## src/rtl/serdes_pkg.sv

```systemverilog
package serdes_pkg;

    // link geometry
    localparam int N_TAPS            = 2;    // post-cursor taps
    localparam int COEF_SHIFT        = 6;    // coefficients in 1/64 units
    localparam int SYMBOL_SEPARATION = 56;   // level spacing, also slicer threshold
    localparam int LEVEL_MAX         = 127;  // symmetric clamp bound
    localparam int LEVEL_OUTER       = 84;
    localparam int LEVEL_INNER       = 28;
    localparam int BIT_TARGET        = 512;  // monitor completion count
    localparam logic [6:0] PRBS_SEED = 7'h7f;

    typedef logic signed [7:0] level_t;     // voltage sample
    typedef logic        [1:0] symbol_t;    // gray coded pam4 symbol
    typedef logic signed [7:0] coef_t;      // tap weight
    typedef logic        [0:0] tap_idx_t;   // tap location
    typedef logic        [9:0] bit_count_t;

    // gray symbol -> pam4 level, adjacent levels differ in one bit
    function automatic level_t gray_to_level(symbol_t sym);
        case (sym)
            2'b00:   return level_t'(-LEVEL_OUTER);
            2'b01:   return level_t'(-LEVEL_INNER);
            2'b11:   return level_t'(LEVEL_INNER);
            default: return level_t'(LEVEL_OUTER);  // 2'b10
        endcase
    endfunction

    // sum of scaled post-cursor contributions, h[i] * x[i] >>> shift
    function automatic logic signed [15:0] isi_sum(input coef_t taps [N_TAPS],
                                                   input level_t hist [N_TAPS]);
        logic signed [15:0] prod;
        logic signed [15:0] acc;
        acc = '0;
        for (int i = 0; i < N_TAPS; i++) begin
            prod = taps[i] * hist[i];               // 16 bit signed product
            acc  = acc + (prod >>> COEF_SHIFT);     // arithmetic scale
        end
        return acc;
    endfunction

    // saturate a wide sum back into the level range
    function automatic level_t clamp_level(logic signed [15:0] v);
        if (v > LEVEL_MAX)
            return level_t'(LEVEL_MAX);
        else if (v < -LEVEL_MAX)
            return level_t'(-LEVEL_MAX);
        else
            return v[7:0];
    endfunction

endpackage

```

## src/rtl/coef_loader.sv

```systemverilog
`timescale 1ns/1ps

module coef_loader import serdes_pkg::*; (
    input  logic     clock,
    input  logic     reset_n,
    input  logic     load_start,   // pulse, only honoured in wait
    input  logic     coef_wr,
    input  tap_idx_t coef_addr,
    input  coef_t    coef_wdata,
    output logic     tap_load,
    output tap_idx_t tap_loc,
    output coef_t    tap_data,
    output logic     coef_ready
);

    typedef enum logic [1:0] {
        ST_WAIT = 2'b00,  // idle until load_start
        ST_LOAD = 2'b01,  // stream one tap per cycle
        ST_DONE = 2'b10   // parked, link running
    } load_state_t;

    load_state_t state;
    coef_t       coef_mem [N_TAPS];

    // outside write port, open at any time
    always_ff @(posedge clock) begin
        if (coef_wr)
            coef_mem[coef_addr] <= coef_wdata;
    end

    always_ff @(posedge clock) begin
        if (!reset_n) begin
            state      <= ST_WAIT;
            tap_load   <= 1'b0;
            tap_loc    <= '0;
            coef_ready <= 1'b0;
        end else begin
            case (state)
                ST_WAIT: begin
                    if (load_start) begin
                        state    <= ST_LOAD;
                        tap_load <= 1'b1;
                        tap_loc  <= '0;  // start at first post-cursor
                    end
                end
                ST_LOAD: begin
                    if (tap_loc == tap_idx_t'(N_TAPS - 1)) begin
                        state      <= ST_DONE;
                        tap_load   <= 1'b0;
                        coef_ready <= 1'b1;  // cycle after last load
                    end else begin
                        tap_loc <= tap_loc + 1'b1;
                    end
                end
                ST_DONE: state <= ST_DONE;  // stays until reset, load_start ignored
                default: state <= ST_WAIT;
            endcase
        end
    end

    // entry at the current location, valid while tap_load
    assign tap_data = coef_mem[tap_loc];

endmodule

```

## src/rtl/dfe_slicer.sv

```systemverilog
`timescale 1ns/1ps

module dfe_slicer import serdes_pkg::*; (
    input  logic     clock,
    input  logic     reset_n,
    input  logic     tap_load,
    input  tap_idx_t tap_loc,
    input  coef_t    tap_data,
    input  level_t   chan_level,
    input  logic     chan_valid,
    output symbol_t  rx_symbol,
    output logic     rx_symbol_valid
);

    coef_t   taps [N_TAPS];   // own copy of h1, h2
    level_t  dec  [N_TAPS];   // d1, d2 decided levels
    logic signed [15:0] acc;
    level_t  eq_level;        // equalized sample
    symbol_t slice_sym;
    level_t  slice_level;

    always_comb begin
        acc      = chan_level;
        acc      = acc - isi_sum(taps, dec);  // cancel post-cursor isi
        eq_level = clamp_level(acc);

        // thresholds at -sep, 0, +sep
        if (eq_level >= SYMBOL_SEPARATION)
            slice_sym = 2'b10;
        else if (eq_level >= 0)
            slice_sym = 2'b11;
        else if (eq_level >= -SYMBOL_SEPARATION)
            slice_sym = 2'b01;
        else
            slice_sym = 2'b00;

        slice_level = gray_to_level(slice_sym);  // ideal level for feedback
    end

    always_ff @(posedge clock) begin
        if (!reset_n) begin
            for (int i = 0; i < N_TAPS; i++) begin
                taps[i] <= '0;
                dec[i]  <= '0;
            end
            rx_symbol_valid <= 1'b0;
        end else begin
            rx_symbol_valid <= chan_valid;
            if (tap_load)
                taps[tap_loc] <= tap_data;
            if (chan_valid) begin
                dec[0] <= slice_level;
                for (int i = 1; i < N_TAPS; i++)
                    dec[i] <= dec[i-1];
            end
        end
    end

    always_ff @(posedge clock) begin
        if (chan_valid)
            rx_symbol <= slice_sym;
    end

endmodule

```

## src/rtl/gray_rx.sv

```systemverilog
`timescale 1ns/1ps

module gray_rx import serdes_pkg::*; (
    input  logic    clock,
    input  logic    reset_n,
    input  symbol_t rx_symbol,
    input  logic    rx_symbol_valid,
    output logic    rx_bit,
    output logic    rx_valid
);

    // the pam4 map carries the gray code, so symbol bits are the data bits
    logic pending;   // lower bit still to send
    logic low_bit;

    always_ff @(posedge clock) begin
        if (!reset_n) begin
            pending  <= 1'b0;
            rx_valid <= 1'b0;
        end else begin
            if (rx_symbol_valid) begin
                pending  <= 1'b1;
                rx_valid <= 1'b1;  // upper bit cycle
            end else if (pending) begin
                pending  <= 1'b0;
                rx_valid <= 1'b1;  // lower bit cycle
            end else begin
                rx_valid <= 1'b0;
            end
        end
    end

    // symbols are at least two cycles apart, no overlap with pending
    always_ff @(posedge clock) begin
        if (rx_symbol_valid) begin
            rx_bit  <= rx_symbol[1];  // msb first
            low_bit <= rx_symbol[0];
        end else if (pending) begin
            rx_bit <= low_bit;
        end
    end

endmodule

```

## src/rtl/isi_channel.sv

```systemverilog
`timescale 1ns/1ps

module isi_channel import serdes_pkg::*; (
    input  logic     clock,
    input  logic     reset_n,
    input  logic     tap_load,
    input  tap_idx_t tap_loc,
    input  coef_t    tap_data,
    input  level_t   tx_level,
    input  logic     tx_level_valid,
    output level_t   chan_level,
    output logic     chan_valid
);

    coef_t  taps [N_TAPS];   // h1, h2
    level_t hist [N_TAPS];   // x1, x2 previous inputs
    logic signed [15:0] acc;

    // x + h1*x1 + h2*x2, each term scaled
    always_comb begin
        acc = tx_level;                 // sign extends
        acc = acc + isi_sum(taps, hist);
    end

    always_ff @(posedge clock) begin
        if (!reset_n) begin
            for (int i = 0; i < N_TAPS; i++) begin
                taps[i] <= '0;
                hist[i] <= '0;
            end
            chan_valid <= 1'b0;
        end else begin
            chan_valid <= tx_level_valid;  // one cycle latency
            if (tap_load)
                taps[tap_loc] <= tap_data;
            if (tx_level_valid) begin
                hist[0] <= tx_level;
                for (int i = 1; i < N_TAPS; i++)
                    hist[i] <= hist[i-1];  // shift history
            end
        end
    end

    always_ff @(posedge clock) begin
        if (tx_level_valid)
            chan_level <= clamp_level(acc);  // +-LEVEL_MAX
    end

endmodule

```

## src/rtl/link_monitor.sv

```systemverilog
`timescale 1ns/1ps

module link_monitor import serdes_pkg::*; (
    input  logic       clock,
    input  logic       reset_n,
    input  logic       rx_valid,
    output bit_count_t bit_count,
    output logic       target_reached
);

    logic last_bit;   // this pulse completes the target

    assign last_bit = (bit_count == bit_count_t'(BIT_TARGET - 1));

    always_ff @(posedge clock) begin
        if (!reset_n) begin
            bit_count      <= '0;
            target_reached <= 1'b0;
        end else if (rx_valid && !target_reached) begin
            bit_count <= bit_count + 1'b1;  // frozen once target hit
            if (last_bit)
                target_reached <= 1'b1;      // sticky until reset
        end
    end

endmodule

```

## src/rtl/pam4_tx.sv

```systemverilog
`timescale 1ns/1ps

module pam4_tx import serdes_pkg::*; (
    input  logic   clock,
    input  logic   reset_n,
    input  logic   tx_bit,
    input  logic   tx_bit_valid,
    output level_t tx_level,
    output logic   tx_level_valid
);

    logic    half;       // upper bit captured, waiting for lower
    logic    upper_bit;
    symbol_t symbol;

    // first bit of a pair is the msb
    assign symbol = {upper_bit, tx_bit};

    always_ff @(posedge clock) begin
        if (!reset_n) begin
            half           <= 1'b0;
            tx_level_valid <= 1'b0;
        end else begin
            tx_level_valid <= 1'b0;
            if (tx_bit_valid) begin
                if (!half) begin
                    half <= 1'b1;
                end else begin
                    half           <= 1'b0;
                    tx_level_valid <= 1'b1;  // one cycle after second bit
                end
            end
            // no valid -> pair state simply held across the pause
        end
    end

    // payload side
    always_ff @(posedge clock) begin
        if (tx_bit_valid && !half)
            upper_bit <= tx_bit;
        if (tx_bit_valid && half)
            tx_level <= gray_to_level(symbol);  // gray pair straight to level
    end

endmodule

```

## src/rtl/prbs_gen.sv

```systemverilog
`timescale 1ns/1ps

module prbs_gen import serdes_pkg::*; (
    input  logic clock,
    input  logic reset_n,
    input  logic run,          // level enable from outside
    input  logic coef_ready,   // taps loaded, link may run
    output logic tx_bit,
    output logic tx_bit_valid
);

    logic [6:0] lfsr;
    logic       feedback;
    logic       advance;

    // x^7 + x^6 + 1
    assign feedback = lfsr[6] ^ lfsr[5];
    assign advance  = run && coef_ready;

    always_ff @(posedge clock) begin
        if (!reset_n) begin
            lfsr         <= PRBS_SEED;
            tx_bit_valid <= 1'b0;
        end else begin
            tx_bit_valid <= advance;
            if (advance)
                lfsr <= {lfsr[5:0], feedback};  // holds on pause, no restart
        end
    end

    // emitted bit is the one shifted in
    always_ff @(posedge clock) begin
        if (advance)
            tx_bit <= feedback;
    end

endmodule

```

## src/rtl/serdes_top.sv

```systemverilog
`timescale 1ns/1ps

module serdes_top import serdes_pkg::*; (
    input  logic       clock,
    input  logic       reset_n,
    input  logic       run,
    input  logic       load_start,
    input  logic       coef_wr,
    input  tap_idx_t   coef_addr,
    input  coef_t      coef_wdata,
    output logic       coef_ready,
    output level_t     chan_level,
    output logic       chan_valid,
    output logic       rx_bit,
    output logic       rx_valid,
    output bit_count_t bit_count,
    output logic       target_reached
);

    // tap distribution
    logic     tap_load;
    tap_idx_t tap_loc;
    coef_t    tap_data;

    // tx side
    logic     tx_bit;
    logic     tx_bit_valid;
    level_t   tx_level;
    logic     tx_level_valid;

    // rx side
    symbol_t  rx_symbol;
    logic     rx_symbol_valid;

    coef_loader coef_loader_inst (
        .clock      (clock),
        .reset_n    (reset_n),
        .load_start (load_start),
        .coef_wr    (coef_wr),
        .coef_addr  (coef_addr),
        .coef_wdata (coef_wdata),
        .tap_load   (tap_load),
        .tap_loc    (tap_loc),
        .tap_data   (tap_data),
        .coef_ready (coef_ready)
    );

    prbs_gen prbs_gen_inst (
        .clock        (clock),
        .reset_n      (reset_n),
        .run          (run),
        .coef_ready   (coef_ready),   // link held until taps loaded
        .tx_bit       (tx_bit),
        .tx_bit_valid (tx_bit_valid)
    );

    pam4_tx pam4_tx_inst (
        .clock          (clock),
        .reset_n        (reset_n),
        .tx_bit         (tx_bit),
        .tx_bit_valid   (tx_bit_valid),
        .tx_level       (tx_level),
        .tx_level_valid (tx_level_valid)
    );

    isi_channel isi_channel_inst (
        .clock          (clock),
        .reset_n        (reset_n),
        .tap_load       (tap_load),
        .tap_loc        (tap_loc),
        .tap_data       (tap_data),
        .tx_level       (tx_level),
        .tx_level_valid (tx_level_valid),
        .chan_level     (chan_level),
        .chan_valid     (chan_valid)
    );

    dfe_slicer dfe_slicer_inst (
        .clock           (clock),
        .reset_n         (reset_n),
        .tap_load        (tap_load),   // same taps as the channel
        .tap_loc         (tap_loc),
        .tap_data        (tap_data),
        .chan_level      (chan_level),
        .chan_valid      (chan_valid),
        .rx_symbol       (rx_symbol),
        .rx_symbol_valid (rx_symbol_valid)
    );

    gray_rx gray_rx_inst (
        .clock           (clock),
        .reset_n         (reset_n),
        .rx_symbol       (rx_symbol),
        .rx_symbol_valid (rx_symbol_valid),
        .rx_bit          (rx_bit),
        .rx_valid        (rx_valid)
    );

    link_monitor link_monitor_inst (
        .clock          (clock),
        .reset_n        (reset_n),
        .rx_valid       (rx_valid),
        .bit_count      (bit_count),
        .target_reached (target_reached)
    );

endmodule

```

## config.mk

```make
export PLATFORM = sky130hd
export DESIGN_NAME = serdes_top
export DESIGN_NICKNAME = d
export VERILOG_FILES = /design/src/rtl/serdes_pkg.sv /design/src/rtl/coef_loader.sv /design/src/rtl/dfe_slicer.sv /design/src/rtl/gray_rx.sv /design/src/rtl/isi_channel.sv /design/src/rtl/link_monitor.sv /design/src/rtl/pam4_tx.sv /design/src/rtl/prbs_gen.sv /design/src/rtl/serdes_top.sv
export SDC_FILE = /design/constraint.sdc
export NUM_CORES = 1
export LEC_CHECK = 0
export BUFFER_PORTS_ARGS = -buffer_cell sky130_fd_sc_hd__buf_2
export CORE_MARGIN = 4
export CORE_UTILIZATION = 40
export CTS_CLUSTER_DIAMETER = 100
export DETAILED_ROUTE_END_ITERATION = 10
export PLACE_DENSITY = 0.64
export SLEW_MARGIN = 5
export SYNTH_ARGS = -nofsm -noshare
export SYNTH_HDL_FRONTEND = slang
export SYNTH_SLANG_ARGS = --single-unit
```

## constraint.sdc

```tcl
create_clock -name clock -period 8.6 [get_ports clock]
set_clock_uncertainty 0.2 [all_clocks]
set_input_delay 0.43 -clock clock [delete_from_list [all_inputs] [get_ports clock]]
set_output_delay 0.43 -clock clock [all_outputs]
set_load 0.005 [all_outputs]
```

==> results.sh <==
export IMPL_gr_usage_all_layers=0.146
export IMPL_cts_htree_levels=3
export IMPL_maxSlewViolCount=0
export IMPL_dr_first_iter_drc_count=214
export IMPL_critPathCaptureType="flop"
export IMPL_grt_pass1_vias=8162
export IMPL_cpPeakStageDelay_ps=720
export IMPL_max_freq_mhz=140
export IMPL_layout_drive_gt1_share=0.0531
export IMPL_synth_distinct_cells=56
export IMPL_cts_hold_buf=0
export IMPL_portBuffers=36
export IMPL_core_area_mm2=0.0289
export IMPL_wl_met1_um=10400
export IMPL_synthAdderAreaFrac=0.395
export IMPL_ys_seq_area_frac=0.201
export IMPL_syn_avg_cell_area_um2=9.56
export IMPL_multi_input_area_mm2=0.00855
export IMPL_drv_cap=0
export IMPL_final_util=0.436
export IMPL_ios=37
export IMPL_n_fill_cell=2792
export IMPL_cp_arrival_ps=7040
export IMPL_start_util=0.407
export IMPL_min_period_ps=7140
export IMPL_r2r_end="isi_channel_inst.chan_level[0]$_SDFFCE_PP1P_"
export IMPL_hold_path_class="in2reg"
export IMPL_firstDrtPassIters=4
export IMPL_final_cell_mix="182 x inv_1, 154 x fa_1, 125 x ha_1"
export IMPL_grt_max_degree=67
export IMPL_fin_cells=1626
export IMPL_synth_compound_area_share=0.0864
export IMPL_synthFlopType="dfxtp_1"
export IMPL_grt_setup_unrepaired="no"
export IMPL_p_per_area_mw_per_mm2=84.0
export IMPL_wl_met2_um=11300
export IMPL_hold_path_cell_count=1
export IMPL_yosysWarningCount=0
export IMPL_fp_dieW_um=179
export IMPL_cp_startpoint="isi_channel_inst.hist[5]$_SDFFE_PN0P_"
export IMPL_cts_tree="done"
export IMPL_area_delta_synth_final_pct=7.09
export IMPL_placed_cells=1610
export IMPL_start_kind="flop"
export IMPL_dp_hpwl_um=18900
export IMPL_period_share=0.830
export IMPL_yosys_register_bits=101
export IMPL_syn_inst=1230
export IMPL_peakVddDrop_v=0.0000974
export IMPL_clk_latency_ps=360
export IMPL_cp_slowest_cell="dfxtp_1"
export IMPL_numCtsBuffers=9
export IMPL_antenna_found_initial=0
export IMPL_ant_nets=0
export IMPL_final_nets=1530
export IMPL_wl_um=22700
export IMPL_setup_viol=0
export IMPL_cellLeakagePower_nw=6.27
export IMPL_crit_chain="nand2b_1 -> fa_1 -> inv_1 -> fa_1 -> fa_1 -> fa_1 -> ha_1 -> a21oi_1 -> o21ai_0 -> a21oi_1 -> o21ai_0 -> nand3_1 -> nand2_1 -> xnor2_1 -> fa_1 -> ha_1 -> a21oi_1 -> o21ai_0 -> a211o_1 -> or3b_1 -> a21o_1"
export IMPL_cts_buffer_depth=2
export IMPL_dieArea_mm2=0.0322
export IMPL_hp_start="coef_wdata[7]"
export IMPL_met3_length_um=790
export IMPL_avgViaCountPerCell=4.92
export IMPL_cp_data_required_time_ps=8510
export IMPL_worstPathMaxFanout=17
export IMPL_cts_clk_slew_worst_paths_ps=90
export IMPL_antenna_cells=0
export IMPL_drc_errors=0
export IMPL_grt_overflow=0
export IMPL_top_layer="met4"
export IMPL_post_cts_resized=0
export IMPL_synthesis_nets=1523
export IMPL_gp_congestion=0.817
export IMPL_timing_slew_headroom=0.315
export IMPL_synth_top_family_by_area="adder cells"
export IMPL_mostFrequentLayoutCell="inv_1"
export IMPL_synth_simple_area_share=0.163
export IMPL_status="finished, final reports clean"
export IMPL_path_class="reg2reg"
export IMPL_hold_path_endpoint="coef_loader_inst.coef_mem[1][7]$_DFFE_PP_"
export IMPL_wire_per_inst_um=14.0
export IMPL_r2r_cells=21
export IMPL_root_buffer="clkbuf_16"
export IMPL_synthXorXnorAreaFrac=0.0566
export IMPL_rr_startpoint="isi_channel_inst.hist[5]$_SDFFE_PN0P_"
export IMPL_syn_area_mm2=0.0118
export IMPL_fp_dieH_um=179
export IMPL_finalHoldViolCount=0
export IMPL_synth_edf_count=34
export IMPL_vias=7992
export IMPL_ff_latch_area_mm2=0.00236
export IMPL_async_flop_share=0
export IMPL_path_common_cell="fa_1"
export IMPL_grt_pass1_wl_um=39600
export IMPL_postCtsSetupBuffers=0
export IMPL_reg2reg_slack_ps=1460
export IMPL_cts_sinks=101
export IMPL_tns_ps=0
export IMPL_rows=62
export IMPL_synth_mux_area_frac=0.0259
export IMPL_worstMarginPinSlew_ps=1030
cells by family (layout without fill, tap and decap cells):
group	count (synthesis)	after routing
and+or+nand+nor	365	365
muxes	30	30
xor gates and xnor gates	76	76
buffers and inverters	225	237
adders and majority gates	279	279
AOI/OAI and AO/OA	154	154
DFF	101	101
metrics by stage:
stage / instance area [um2] / setup WS, ps / total power, mW / hold WS [ps]
2_1_floorplan: 11800 / 2030 / 0.614 / 200
3_3_place_gp: 12300 / 1460 / 0.646 / 239
3_5_place_dp: 12300 / 1440 / 0.648 / 249
4_1_cts: 12600 / 1390 / 1.07 / 43.4
5_1_grt: 12600 / 934 / 1.11 / 37.8
6_report: 12600 / 1460 / 1.06 / 57.7
worst max-delay path by stage:
stage	end	slack, ps	cells past startpoint
6_report	isi_channel_inst.chan_level[0]$_SDFFCE_PP1P_	1460	21
5_1_grt	isi_channel_inst.chan_level[0]$_SDFFCE_PP1P_	930	24
4_1_cts	isi_channel_inst.chan_level[5]$_SDFFCE_PP1P_	1390	21
3_5_place_dp	isi_channel_inst.chan_level[5]$_SDFFCE_PP1P_	1440	21
3_3_place_gp	isi_channel_inst.chan_level[5]$_SDFFCE_PP1P_	1460	21
2_1_floorplan	isi_channel_inst.chan_level[0]$_SDFFCE_PP1P_	2030	25
state kept, by name (all words and copies together), names as in the netlist, 4 cells and up, named ones only:
name and flops:
isi_channel_inst.hist 10, prbs_gen_inst.lfsr 7, dfe_slicer_inst.dec 10, pam4_tx_inst.tx_level 4, dfe_slicer_inst.taps 16, isi_channel_inst.chan_level 8
link_monitor_inst.bit_count 10, coef_loader_inst.coef_mem 16
worst max-delay path: cells and delay by family (launching register included):
family / cells / cell delay, ps
buffers and inverters: 1 / 50
adder cells (fa/ha/maj): 7 / 3350
AO/OA/AOI/OAI: 8 / 1520
XOR/XNOR: 1 / 370
AND/OR/NAND/NOR: 4 / 680
flip-flops: 1 / 720
area by class of cell:
class                   count  share of cell area
clock buffers               9              0.0179
clock inverters             7             0.00726
inverters                 183              0.0546
multi-input cells         904               0.679
flip-flops and latches    101               0.188
well taps                 384              0.0382
repair buffers             38              0.0155
power breakdown:
group	internal [mW]	switching (mW)
logic	0.0354	0.0425
clock network	0.210	0.211
registers	0.514	0.0433
synthesized netlist by cell type (2+ instances only):
cell type	instances	share of area
o211ai_1	5	0.0032
or2_2	4	0.0021
fa_1	154	0.26
a22oi_1	2	0.0013
edfxtp_1	34	0.087
nand2_1	109	0.035
and3_1	4	0.0021
nand4_1	6	0.0032
nand2b_1	24	0.013
xnor2_1	61	0.045
nor3_1	3	0.0013
a31oi_1	3	0.0016
ha_1	125	0.13
nor2b_1	42	0.022
a21boi_0	4	0.0026
mux2_2	3	0.0029
mux2i_1	27	0.023
o21ai_0	40	0.017
and2_1	110	0.059
nand4b_1	3	0.0022
xor2_1	15	0.011
a21o_1	9	0.0057
nor2_1	35	0.011
inv_1	182	0.058
nand3_1	16	0.0068
or3_1	4	0.0021
o31ai_1	2	0.0013
o211a_1	17	0.014
o2bb2ai_1	2	0.0015
o21bai_1	3	0.0019
dfxtp_1	67	0.11
clkbuf_1	40	0.013
a211o_1	2	0.0015
o21a_1	9	0.0057
a21oi_1	43	0.018
metal layers:
layer,vias up,global-route usage
met3,13,0.0212
li1,3954,-
met1,3917,0.196
met5,-,0
met4,0,0.0250
met2,108,0.256
No activity file was read; power rests on OpenSTA's default activity.
